--- src/verilog/calc_pkg.sv ---
package calc_pkg;

	localparam int RESULT_W = 6;	// -9 .. 18 needs 6 bits signed

	typedef logic [3:0] digit_t;	// bcd digit or key code
	typedef logic signed [RESULT_W-1:0] result_t;
	typedef logic [13:0] key_bank_t;	// bit n = digit n for n < 10

	localparam digit_t DIGIT_NONE = 4'hF;	// no digit, minus on tens

	// function keys above the digits
	localparam int KEY_EQUAL = 10;
	localparam int KEY_CLEAR = 11;
	localparam int KEY_SUB   = 12;
	localparam int KEY_ADD   = 13;

	typedef struct packed {
		logic   digit_hit;	// any digit pressed this cycle
		digit_t digit;	// highest pressed digit
		logic   add;
		logic   sub;
		logic   clear;
		logic   equal;
	} key_evt_t;

	typedef enum logic [2:0] {
		IDLE,
		ENTER_A,
		ADD_WAIT_B,
		ADD_HAVE_B,
		SUB_WAIT_B,
		SUB_HAVE_B,
		ADD_DONE,
		SUB_DONE
	} calc_state_t;

	typedef struct packed {
		logic load_a;
		logic load_b;
		logic subtract;	// a - b instead of a + b
		logic show_a;
		logic show_b;
		logic show_result;
	} calc_ctrl_t;

	typedef struct packed {
		digit_t tens;	// 0, 1 or DIGIT_NONE for negative
		digit_t ones;
	} split_t;

endpackage

--- src/verilog/seg_pkg.sv ---
package seg_pkg;

	// bit 7 = segment a ... bit 1 = segment g, bit 0 = dot
	typedef logic [7:0] seg_t;

	localparam seg_t GLYPH_0     = 8'b1111_1100;
	localparam seg_t GLYPH_1     = 8'b0110_0000;
	localparam seg_t GLYPH_2     = 8'b1101_1010;
	localparam seg_t GLYPH_3     = 8'b1111_0010;
	localparam seg_t GLYPH_4     = 8'b0110_0110;
	localparam seg_t GLYPH_5     = 8'b1011_0110;
	localparam seg_t GLYPH_6     = 8'b1011_1110;
	localparam seg_t GLYPH_7     = 8'b1110_0000;
	localparam seg_t GLYPH_8     = 8'b1111_1110;
	localparam seg_t GLYPH_9     = 8'b1111_0110;
	localparam seg_t GLYPH_MINUS = 8'b0000_0010;	// segment g only
	localparam seg_t GLYPH_ERR   = 8'b1001_1111;	// "E" with dot
	localparam seg_t GLYPH_BLANK = 8'b0000_0000;

	localparam int NUM_DIGITS = 4;

	// left to right on the bank
	typedef enum logic [1:0] {
		POS_A,
		POS_B,
		POS_TENS,
		POS_ONES
	} digit_pos_t;

	typedef logic [NUM_DIGITS-1:0] gate_t;	// one-hot, bit n = position n

endpackage

--- src/verilog/key_input.sv ---
module key_input import calc_pkg::*; (
	input  logic      CLK,
	input  logic      RST_X,
	input  key_bank_t psw,	// active low switches
	output key_evt_t  key_evt
);

	key_bank_t sync0;	// first stage, inverted so pressed = 1
	key_bank_t sync1;	// second stage, safe to use
	key_bank_t sync2;	// delayed copy for edge detect
	key_bank_t press;	// one-cycle press pulses
	digit_t    dig;

	always_ff @(posedge CLK or negedge RST_X) begin
		if (!RST_X) begin
			sync0 <= '0;
			sync1 <= '0;
			sync2 <= '0;
		end else begin
			sync0 <= ~psw;
			sync1 <= sync0;
			sync2 <= sync1;
		end
	end

	assign press = sync1 & ~sync2;	// rising edge of pressed level

	// ascending scan, last hit wins so the highest digit takes priority
	always_comb begin
		dig = DIGIT_NONE;
		for (int i = 0; i <= 9; i++) begin
			if (press[i])
				dig = digit_t'(i);
		end
	end

	assign key_evt = '{
		digit_hit: |press[9:0],
		digit:     dig,
		add:       press[KEY_ADD],
		sub:       press[KEY_SUB],
		clear:     press[KEY_CLEAR],
		equal:     press[KEY_EQUAL]
	};

	// event names the highest pressed digit and never 4'hF
	a_digit_valid: assert property (@(posedge CLK) disable iff (!RST_X)
		key_evt.digit_hit |-> key_evt.digit <= 4'd9
			&& (press[9:0] >> key_evt.digit) == 10'd1);

endmodule

--- src/verilog/calc_fsm.sv ---
module calc_fsm import calc_pkg::*; (
	input  logic       CLK,
	input  logic       RST_X,
	input  key_evt_t   key_evt,
	output calc_ctrl_t calc_ctrl
);

	calc_state_t state;
	calc_state_t state_nxt;

	always_ff @(posedge CLK or negedge RST_X) begin
		if (!RST_X)
			state <= IDLE;
		else
			state <= state_nxt;
	end

	always_comb begin
		state_nxt = state;
		if (key_evt.clear) begin
			state_nxt = IDLE;	// clear beats any other key
		end else begin
			case (state)
				IDLE: begin
					if (key_evt.digit_hit)
						state_nxt = ENTER_A;
				end
				ENTER_A: begin
					if (key_evt.add)	// plus wins over minus
						state_nxt = ADD_WAIT_B;
					else if (key_evt.sub)
						state_nxt = SUB_WAIT_B;
				end
				ADD_WAIT_B: begin
					if (key_evt.digit_hit)
						state_nxt = ADD_HAVE_B;
				end
				SUB_WAIT_B: begin
					if (key_evt.digit_hit)
						state_nxt = SUB_HAVE_B;
				end
				ADD_HAVE_B: begin
					if (key_evt.equal)
						state_nxt = ADD_DONE;
				end
				SUB_HAVE_B: begin
					if (key_evt.equal)
						state_nxt = SUB_DONE;
				end
				ADD_DONE, SUB_DONE: begin
					if (key_evt.digit_hit)	// new calculation starts in a
						state_nxt = ENTER_A;
				end
				default: state_nxt = IDLE;
			endcase
		end
	end

	// control decode straight from the state register
	always_comb begin
		calc_ctrl = '0;
		case (state)
			IDLE: begin
				calc_ctrl.load_a = 1'b1;	// first digit lands in a
			end
			ENTER_A: begin
				calc_ctrl.load_a = 1'b1;	// later digits overwrite a
				calc_ctrl.show_a = 1'b1;
			end
			ADD_WAIT_B, SUB_WAIT_B: begin
				calc_ctrl.load_b = 1'b1;
				calc_ctrl.show_a = 1'b1;
			end
			ADD_HAVE_B, SUB_HAVE_B: begin
				calc_ctrl.load_b = 1'b1;
				calc_ctrl.show_a = 1'b1;
				calc_ctrl.show_b = 1'b1;
			end
			ADD_DONE, SUB_DONE: begin
				calc_ctrl.load_a      = 1'b1;
				calc_ctrl.show_a      = 1'b1;
				calc_ctrl.show_b      = 1'b1;
				calc_ctrl.show_result = 1'b1;
			end
			default: calc_ctrl = '0;
		endcase
		// minus branch keeps the subtract select
		calc_ctrl.subtract = (state == SUB_WAIT_B) || (state == SUB_HAVE_B)
			|| (state == SUB_DONE);
	end

	// every state arms exactly one operand register for the next digit
	a_one_load: assert property (@(posedge CLK) disable iff (!RST_X)
		calc_ctrl.load_a ^ calc_ctrl.load_b);

endmodule

--- src/verilog/operand_result.sv ---
module operand_result import calc_pkg::*; (
	input  logic       CLK,
	input  logic       RST_X,
	input  key_evt_t   key_evt,
	input  calc_ctrl_t calc_ctrl,
	output digit_t     a_data,
	output digit_t     b_data,
	output split_t     split
);

	result_t a_ext;
	result_t b_ext;
	result_t result;	// signed a +/- b
	result_t mag;	// magnitude when negative
	result_t over;	// result - 10 for the ones digit
	split_t  split_nxt;

	// operand registers, load qualified by the digit pulse
	always_ff @(posedge CLK or negedge RST_X) begin
		if (!RST_X) begin
			a_data <= '0;
			b_data <= '0;
		end else if (key_evt.digit_hit) begin
			if (calc_ctrl.load_a)
				a_data <= key_evt.digit;
			if (calc_ctrl.load_b)
				b_data <= key_evt.digit;
		end
	end

	assign a_ext  = result_t'({2'b00, a_data});	// zero extend, stays positive
	assign b_ext  = result_t'({2'b00, b_data});
	assign result = calc_ctrl.subtract ? a_ext - b_ext : a_ext + b_ext;
	assign mag    = -result;
	assign over   = result - result_t'(10);

	always_comb begin
		if (result < 0) begin
			split_nxt.tens = DIGIT_NONE;	// shown as minus sign
			split_nxt.ones = mag[3:0];
		end else if (result >= 10) begin
			split_nxt.tens = 4'd1;
			split_nxt.ones = over[3:0];
		end else begin
			split_nxt.tens = 4'd0;
			split_nxt.ones = result[3:0];
		end
	end

	// one cycle behind operands, refreshed every clock
	always_ff @(posedge CLK) begin
		split <= split_nxt;
	end

	// ones digit must stay bcd for every operand pair
	a_ones_bcd: assert property (@(posedge CLK) disable iff (!RST_X)
		split.ones <= 4'd9);

endmodule

--- src/verilog/scan_timer.sv ---
module scan_timer import seg_pkg::*; #(
	parameter int SCAN_DIV = 4	// clocks per digit position
) (
	input  logic  CLK,
	input  logic  RST_X,
	output gate_t gate
);

	localparam int CNT_W = (SCAN_DIV > 1) ? $clog2(SCAN_DIV) : 1;

	logic [CNT_W-1:0] cnt;
	logic             scan_tick;	// high on the last count of a step

	assign scan_tick = (cnt == CNT_W'(SCAN_DIV - 1));

	always_ff @(posedge CLK or negedge RST_X) begin
		if (!RST_X)
			cnt <= '0;
		else if (scan_tick)
			cnt <= '0;	// wrap
		else
			cnt <= cnt + 1'b1;
	end

	// rotate toward the next position, ones wraps back to a
	always_ff @(posedge CLK or negedge RST_X) begin
		if (!RST_X)
			gate <= gate_t'(1) << POS_A;
		else if (scan_tick)
			gate <= {gate[NUM_DIGITS-2:0], gate[NUM_DIGITS-1]};
	end

	a_gate_onehot: assert property (@(posedge CLK) disable iff (!RST_X)
		$onehot(gate));

endmodule

--- src/verilog/seg_display.sv ---
module seg_display import calc_pkg::*, seg_pkg::*; (
	input  logic       CLK,
	input  logic       RST_X,
	input  digit_t     a_data,
	input  digit_t     b_data,
	input  split_t     split,
	input  calc_ctrl_t calc_ctrl,
	input  gate_t      gate,	// one-hot from scan_timer
	output seg_t       seg_out,
	output gate_t      seg_sel	// active low digit select
);

	seg_t glyph [NUM_DIGITS];	// encoded pattern per position
	seg_t sel_glyph;

	// blank_zero suppresses a leading zero on the tens digit
	function automatic seg_t encode(digit_t d, logic ena, logic blank_zero);
		if (!ena)
			return GLYPH_BLANK;
		if (blank_zero && d == 4'd0)
			return GLYPH_BLANK;
		case (d)
			4'd0:       return GLYPH_0;
			4'd1:       return GLYPH_1;
			4'd2:       return GLYPH_2;
			4'd3:       return GLYPH_3;
			4'd4:       return GLYPH_4;
			4'd5:       return GLYPH_5;
			4'd6:       return GLYPH_6;
			4'd7:       return GLYPH_7;
			4'd8:       return GLYPH_8;
			4'd9:       return GLYPH_9;
			DIGIT_NONE: return GLYPH_MINUS;	// negative result
			default:    return GLYPH_ERR;	// a..e never expected
		endcase
	endfunction

	assign glyph[POS_A]    = encode(a_data, calc_ctrl.show_a, 1'b0);
	assign glyph[POS_B]    = encode(b_data, calc_ctrl.show_b, 1'b0);
	assign glyph[POS_TENS] = encode(split.tens, calc_ctrl.show_result, 1'b1);
	assign glyph[POS_ONES] = encode(split.ones, calc_ctrl.show_result, 1'b0);

	always_comb begin
		sel_glyph = GLYPH_BLANK;
		for (int i = 0; i < NUM_DIGITS; i++) begin
			if (gate[i])
				sel_glyph = glyph[i];
		end
	end

	// pattern and select leave together so the bank never ghosts
	always_ff @(posedge CLK or negedge RST_X) begin
		if (!RST_X) begin
			seg_out <= GLYPH_BLANK;
			seg_sel <= '1;	// all digits off
		end else begin
			seg_out <= sel_glyph;
			seg_sel <= ~gate;
		end
	end

endmodule

--- src/verilog/calc_top.sv ---
module calc_top import calc_pkg::*, seg_pkg::*; #(
	parameter int SCAN_DIV = 4	// scan step length in clocks
) (
	input  logic      CLK,
	input  logic      RST_X,
	input  key_bank_t psw,	// keypad, active low
	output digit_t    a_data,
	output digit_t    b_data,
	output seg_t      seg_out,
	output gate_t     seg_sel
);

	key_evt_t   key_evt;
	calc_ctrl_t calc_ctrl;
	split_t     split;
	gate_t      gate;

	key_input key_input_i (
		.CLK     (CLK),
		.RST_X   (RST_X),
		.psw     (psw),
		.key_evt (key_evt)
	);

	calc_fsm calc_fsm_i (
		.CLK       (CLK),
		.RST_X     (RST_X),
		.key_evt   (key_evt),
		.calc_ctrl (calc_ctrl)
	);

	operand_result operand_result_i (
		.CLK       (CLK),
		.RST_X     (RST_X),
		.key_evt   (key_evt),
		.calc_ctrl (calc_ctrl),
		.a_data    (a_data),
		.b_data    (b_data),
		.split     (split)
	);

	scan_timer #(
		.SCAN_DIV (SCAN_DIV)
	) scan_timer_i (
		.CLK   (CLK),
		.RST_X (RST_X),
		.gate  (gate)
	);

	seg_display seg_display_i (
		.CLK       (CLK),
		.RST_X     (RST_X),
		.a_data    (a_data),
		.b_data    (b_data),
		.split     (split),
		.calc_ctrl (calc_ctrl),
		.gate      (gate),
		.seg_out   (seg_out),
		.seg_sel   (seg_sel)
	);

endmodule

--- config.mk ---
export PLATFORM = sky130hd
export DESIGN_NAME = calc_top
export DESIGN_NICKNAME = d
export VERILOG_FILES = /design/src/verilog/calc_pkg.sv /design/src/verilog/seg_pkg.sv /design/src/verilog/key_input.sv /design/src/verilog/calc_fsm.sv /design/src/verilog/operand_result.sv /design/src/verilog/scan_timer.sv /design/src/verilog/seg_display.sv /design/src/verilog/calc_top.sv
export SDC_FILE = /design/constraint.sdc
export NUM_CORES = 1
export LEC_CHECK = 0
export BUFFER_PORTS_ARGS = -buffer_cell sky130_fd_sc_hd__buf_2
export CAP_MARGIN = 20
export CORE_MARGIN = 8
export CORE_UTILIZATION = 50
export DETAILED_ROUTE_END_ITERATION = 7
export GPL_TIMING_DRIVEN = 0
export PLACE_DENSITY = 0.76
export SETUP_SLACK_MARGIN = 0.02
export SLEW_MARGIN = 10
export SYNTH_ARGS = -nofsm -noshare
export SYNTH_HDL_FRONTEND = slang
export SYNTH_SLANG_ARGS = --single-unit
--- constraint.sdc ---
create_clock -name CLK -period 3.85 [get_ports CLK]
set_input_delay 0.385 -clock CLK [delete_from_list [all_inputs] [get_ports CLK]]
set_output_delay 0.385 -clock CLK [all_outputs]
set_load 0.005 [all_outputs]
==> reports/metrics.yaml, run 1 <==
die:
  num_rows: 33
  pin_count: 36
  die_area_um2: 11600
  die_x_um: 108
  initial_core_util_pct: 51.3
  coreArea_um2: 8180
  die_y_um: 108
global_routing:
  grt_overflow_total: 0
  grt_pass1_vias: 3147
  grt_pass1_wl_mm: 15.0
  grt_usage_pct: 16.2
  antenna_found_initial: 0
  grt_max_degree: 58
clock_tree:
  cts_made_buffers: 9
  cts_max_level: 3
  path_clk_slew_ps: 80
  clock_latency_ps: 350
  clkSinkCount: 85
  tritoncts: "yes"
  clockBufferDepth: 2
  root_buffer: "clkbuf_8"
synthesis:
  synthArstFlopShare_pct: 83.5
  ys_seq_area_share_pct: 49.2
  synth_cells: 417
  synth_ff_type: "dfrtp_1"
  synth-compound-area-share_pct: 19.1
  synth_edf_count: 0
  netlist_area_um2: 4200
  yosys.area_share.simple_pct: 13.5
  synth_top_cell_by_area: "dfrtp_1"
  synth_common_cells: "dfrtp_1 (66), o21ai_0 (40), inv_1 (39)"
  syn_area_per_cell_um2: 10.1
  synth.area.mux_share_pct: 2.18
  synth.most_common_cell: "dfrtp_1"
  ys_ff_latch: 85
  yosys_warnings: 0
  synthAdderAreaFrac_pct: 10.2
  synth.area.top_cells: "dfrtp_1 (39%), ha_1 (9.2%), dfxtp_1 (6.7%)"
  synth_top_area_share_pct: 39.4
  syn-num-nets: 466
  synth_xor_area_share_pct: 0.626
  synth_top_family_by_area: "compound AO/OA/AOI/OAI gates"
  ys_types: 67
timing:
  finalCritPeriodShare_pct: 94.3
  rsz0062_at_grt: "no"
  fmax_mhz: 275
  clock_skew_ps: 6.68
  hold_viol: 0
  layout_min_cycle_time_ps: 3630
  final_max_slew_viol_count: 0
  hold_ws_ps: 162
  final-setup-viol-count: 0
  tightest_slew_ps: 672
  setup_slack_ps: 220
  relSlewSlack_pct: 54.9
layout:
  layout-drive-gt1-share_pct: 19.5
  nNetsFinal: 521
  seqCellArea_um2: 2070
  n_fill_cell: 703
  area_delta_synth_final_pct: 14.4
  n_antenna_cell: 0
  multi_input_area_um2: 1940
route:
  avgRoutedWirePerCell_um: 15.2
  routed-via-count: 3143
  dr.pass1.iters: 4
  drc_errors: 0
  ant_nets: 0
  drtIter0Drc: 159
  avgViaCountPerCell: 5.40
  finalWirelength_mm: 8.86
critical_path:
  crit_path_cell_trace: "ha_1 > fa_1 > a21oi_1 > a21oi_2 > ha_1 > nor4b_1 > o21ai_0 > o221ai_1 > a21o_1 > mux2_2 > mux2_4"
  cp-start-kind: "flip-flop"
  worst_r2r_path_depth: 11
  arrival_ps: 3870
  cpMostUsedCell: "ha_1"
  critPathLaunch: "operand_result_i.b_data[0]"
  required_ps: 4090
  critPathMaxStageDelay_ps: 480
  rrSetupSlack_ps: 220
  cp_slowest_cell: "dfrtp_1"
  end_kind: "flip-flop"
  path_class: "flip-flop to flip-flop"
  worst-path-max-fanout: 7
  timing.rr.start: "operand_result_i.b_data[0]"
flow_run:
  cap_violations: 0
placement:
  pre_cts_slack_ps: -89.1
  place_hpwl_mm: 6.59
  gp_routability_congestion: 0.896
  io_buffers: 35
min_path:
  hp-class: "input pin to flip-flop"
outcome:
  outcome: "finished clean"
[cells in the final DEF, fill, tap and decap left out, drive strengths merged, types with 12 or more instances in the layout]
master and n:
a21oi 29, ha 31, nand2b 12, buf 49, o21ai 40, nor2 23, dfxtp 14, nand2 37
dfrtp 66, clkbuf 14, inv 43
[worst min-delay path by stage]
stage,from,end,cells after the start
3_5_place_dp,RST_X,key_input_i.sync0[1],1
4_1_cts,psw[6],key_input_i.sync0[6],2
6_report,psw[0],key_input_i.sync0[0],2
3_3_place_gp,key_input_i.sync0[9],key_input_i.sync1[9],0
2_1_floorplan,RST_X,calc_fsm_i.state[0],0
5_1_grt,psw[0],key_input_i.sync0[0],2
[metal layers]
metal / track usage (%) / vias up / wire length (um)
li1: - / 1559 / -
met1: 19.9 / 1518 / 3920
met2: 27.0 / 51 / 4440
met3: 3.77 / 15 / 327
met4: 6.24 / 0 / 176
met5: 0 / - / 0
[stage by stage]
stage               utilization [%]  TNS [ps]  cell area [um2]  cells
floorplan                         -         0             4200    417
global placement               55.1     -94.9             4500    557
detailed placement             55.4     -89.1             4530    558
CTS                            57.9         0             4730    576
global route                   58.7         0             4800    582
finish                         58.7         0             4800    582
[cells by family after synthesis]
kind of cell,count (synthesis)
buffers and inverters,52
flip-flops,85
AND/OR/NAND/NOR,113
other,1
AO/OA/AOI/OAI,122
XOR/XNOR,3
multiplexers,8
adder cells (fa/ha/maj),33
[final cells by class]
cell class	count	area share, %
Sequential cell	85	43.0
Multi-Input combinational cell	280	40.3
Timing Repair Buffer	44	5.58
Inverter	41	3.28
Tap cell	105	2.74
Clock buffer	9	2.58
Buffer	11	1.43
Clock inverter	7	1.02
[critical path: cells and delay by family (launching register included)]
kind            cells  cell delay [ps]
compound gates      5             1060
fa+ha+maj           3             1000
flops               1              480
mux                 2              630
simple gates        1              370
[repair_timing]
| item | in CTS | in global routing |
|---|---|---|
| endpoints found under the hold margin | 14 | 0 |
| buffers inserted | 1 | 6 |
| gates resized for setup | 4 | 10 |
| pin swaps | 1 | 2 |
| hold buffers | 1 | 0 |
| endpoints found under the setup margin | 1 | 3 |
Power of run 1 is not shown: default switching activity piles up to over one toggle a cycle in this logic, so the estimate is an artifact.
==> run 2: changes to the inputs <==
Settings changed: BUFFER_PORTS_ARGS -buffer_cell sky130_fd_sc_hd__buf_2 to not set, DONT_BUFFER_PORTS set to 1, PLACE_DENSITY 0.76 to 0.72.
==> reports/metrics.yaml, run 2 (synthesis results as in run 1) <==
outcome:
  outcome: "finished clean"
global_routing:
  grt_overflow_total: 0  # unchanged
  antenna_found_initial: 0  # unchanged
  grt_usage_pct: 15.3  # -0.94 points
  grt_pass1_wl_mm: 14.1  # -6.1%
  grt_max_degree: 72  # +24%
  grt_pass1_vias: 2968  # -5.7%
placement:
  pre_cts_slack_ps: -201  # -112 ps
  gp_routability_congestion: 0.915  # +2.2%
  place_hpwl_mm: 6.16  # -6.5%
  io_buffers: 0  # -100%
  place_area_um2: 4330  # -4.5%
clock_tree:
  clock_latency_ps: 350  # about the same
  cts_max_level: 3  # unchanged
  clkSinkCount: 85  # unchanged
  root_buffer: "clkbuf_8"
  path_clk_slew_ps: 90  # about the same
  cts_made_buffers: 9  # unchanged
  tritoncts: "yes"
  clockBufferDepth: 2  # unchanged
critical_path:
  worst_r2r_path_depth: 14  # +3
  crit_family: "compound AO/OA/AOI/OAI gates"
  rrSetupSlack_ps: 210  # about the same
  end_kind: "flip-flop"
  timing.rr.start: "operand_result_i.a_data[0]"
  critPathMaxStageDelay_ps: 480  # about the same
  critPathBufInv: 2  # +2
  arrival_ps: 3890  # +20 ps
  worst-path-max-fanout: 6  # -1
  cp_slowest_cell: "dfrtp_2"
  path_class: "flip-flop to flip-flop"
  critPathLaunch: "operand_result_i.a_data[0]"
  required_ps: 4090  # about the same
  path_depth: 14  # +3
  cp-start-kind: "flip-flop"
  crit_path_cell_trace: "inv_2 > ha_1 > fa_1 > and2b_1 > o211ai_2 > and2_4 > inv_2 > ha_1 > a31oi_1 > o311ai_0 > a21oi_1 > a21o_1 > mux2_2 > mux2_4"
flow_run:
  cap_violations: 0  # unchanged
layout:
  multi_input_area_um2: 1940  # +0.19%
  n_fill_cell: 718  # +2.1%
  layout-drive-gt1-share_pct: 12.3  # -7.2 points
  n_antenna_cell: 0  # unchanged
  final_cell_mix: "dfrtp_1 (63), o21ai_0 (40), inv_1 (38)"
  design_area_um2: 4620  # -3.8%
  area_delta_synth_final_pct: 10.1
  seqCellArea_um2: 2070  # unchanged
  nNetsFinal: 482  # -7.5%
  layout_commonest_cell: "dfrtp_1"
timing:
  tightest_slew_ps: 580  # -91.8 ps
  fmax_mhz: 274  # -0.37%
  final_max_slew_viol_count: 0  # unchanged
  hold_viol: 0  # unchanged
  layout_min_cycle_time_ps: 3640  # +13.4 ps
  clock_skew_ps: 8.32  # +1.65 ps
  relSlewSlack_pct: 61.1  # +6.2 points
  rsz0062_at_grt: "no"
  finalCritPeriodShare_pct: 94.6  # +0.35 points
  final-setup-viol-count: 0  # unchanged
  setup_slack_ps: 207  # -13.4 ps
die:
  pin_count: 36  # unchanged
  num_rows: 33  # unchanged
  die_area_um2: 11600  # unchanged
  die_y_um: 108  # unchanged
  die_x_um: 108  # unchanged
  initial_core_util_pct: 51.3  # unchanged
  coreArea_um2: 8180  # unchanged
route:
  finalWirelength_mm: 8.42  # -5.0%
  routed-via-count: 3026  # -3.7%
  ant_nets: 0  # unchanged
  drtIter0Drc: 190  # +19%
  avgRoutedWirePerCell_um: 15.5  # +1.9%
  avgViaCountPerCell: 5.57  # +3.2%
  drc_errors: 0  # unchanged
  dr.pass1.iters: 4  # unchanged
min_path:
  whs_path_depth: 1  # -1
  hp-class: "input pin to flip-flop"
[run 2: per-stage QoR]
step | util (%) | std cells | hold slack (ps) | TNS [ps]
4_1_cts | 56.0 | 542 | 60.7 | 0
2_1_floorplan | - | 417 | 89.4 | 0
3_3_place_gp | 52.9 | 522 | 91.4 | -142
5_1_grt | 56.5 | 543 | 53.7 | 0
3_5_place_dp | 52.9 | 522 | 90.9 | -215
6_report | 56.5 | 543 | 79.5 | 0
[run 2: cell type report]
cell class                 count  area share (%)
clock buffer                   9            2.68
buffer                        11            1.49
sequential                    85            44.7
inverter                      41            3.33
clock inverter                 7            1.60
timing repair buffer           5            1.30
multi-input combinational    280            42.0
tap                          105            2.84
[run 2: worst register-to-register path: stages (launching register included)]
cell and delay (ps):
dfrtp_2 480, inv_2 100, ha_1 250, fa_1 380
and2b_1 170, o211ai_2 240, and2_4 220, inv_2 60
ha_1 210, a31oi_1 210, o311ai_0 150, a21oi_1 280
a21o_1 190, mux2_2 330, mux2_4 250
[run 2: layer usage]
| metal | vias up | track usage [%] | share of wire [%] |
|---|---|---|---|
| li1 | 1478 | - | - |
| met4 | 0 | 6.94 | 2.1 |
| met2 | 68 | 24.5 | 48 |
| met5 | - | 0 | 0 |
| met1 | 1465 | 19.1 | 46 |
| met3 | 15 | 3.71 | 4.1 |
[run 2: what timing repair did]
item	in CTS	in global routing
endpoints found under the setup margin	2	6
pin swaps	1	2
gates resized for setup	3	11
hold buffers	2	0
setup buffers	2	1
hold endpoints to repair	71	0
[run 2: how the worst min path moves through the flow]
stage / from / endpoint / slack, ps
after floorplan: RST_X / calc_fsm_i.state[0] / 90
after global placement: RST_X / key_input_i.sync0[3] / 90
after detailed placement: RST_X / key_input_i.sync0[3] / 90
after CTS: psw[0] / key_input_i.sync0[0] / 60
after global routing: psw[11] / key_input_i.sync0[11] / 50
final: psw[11] / key_input_i.sync0[11] / 80
Power of run 2 is left out for the same reason.
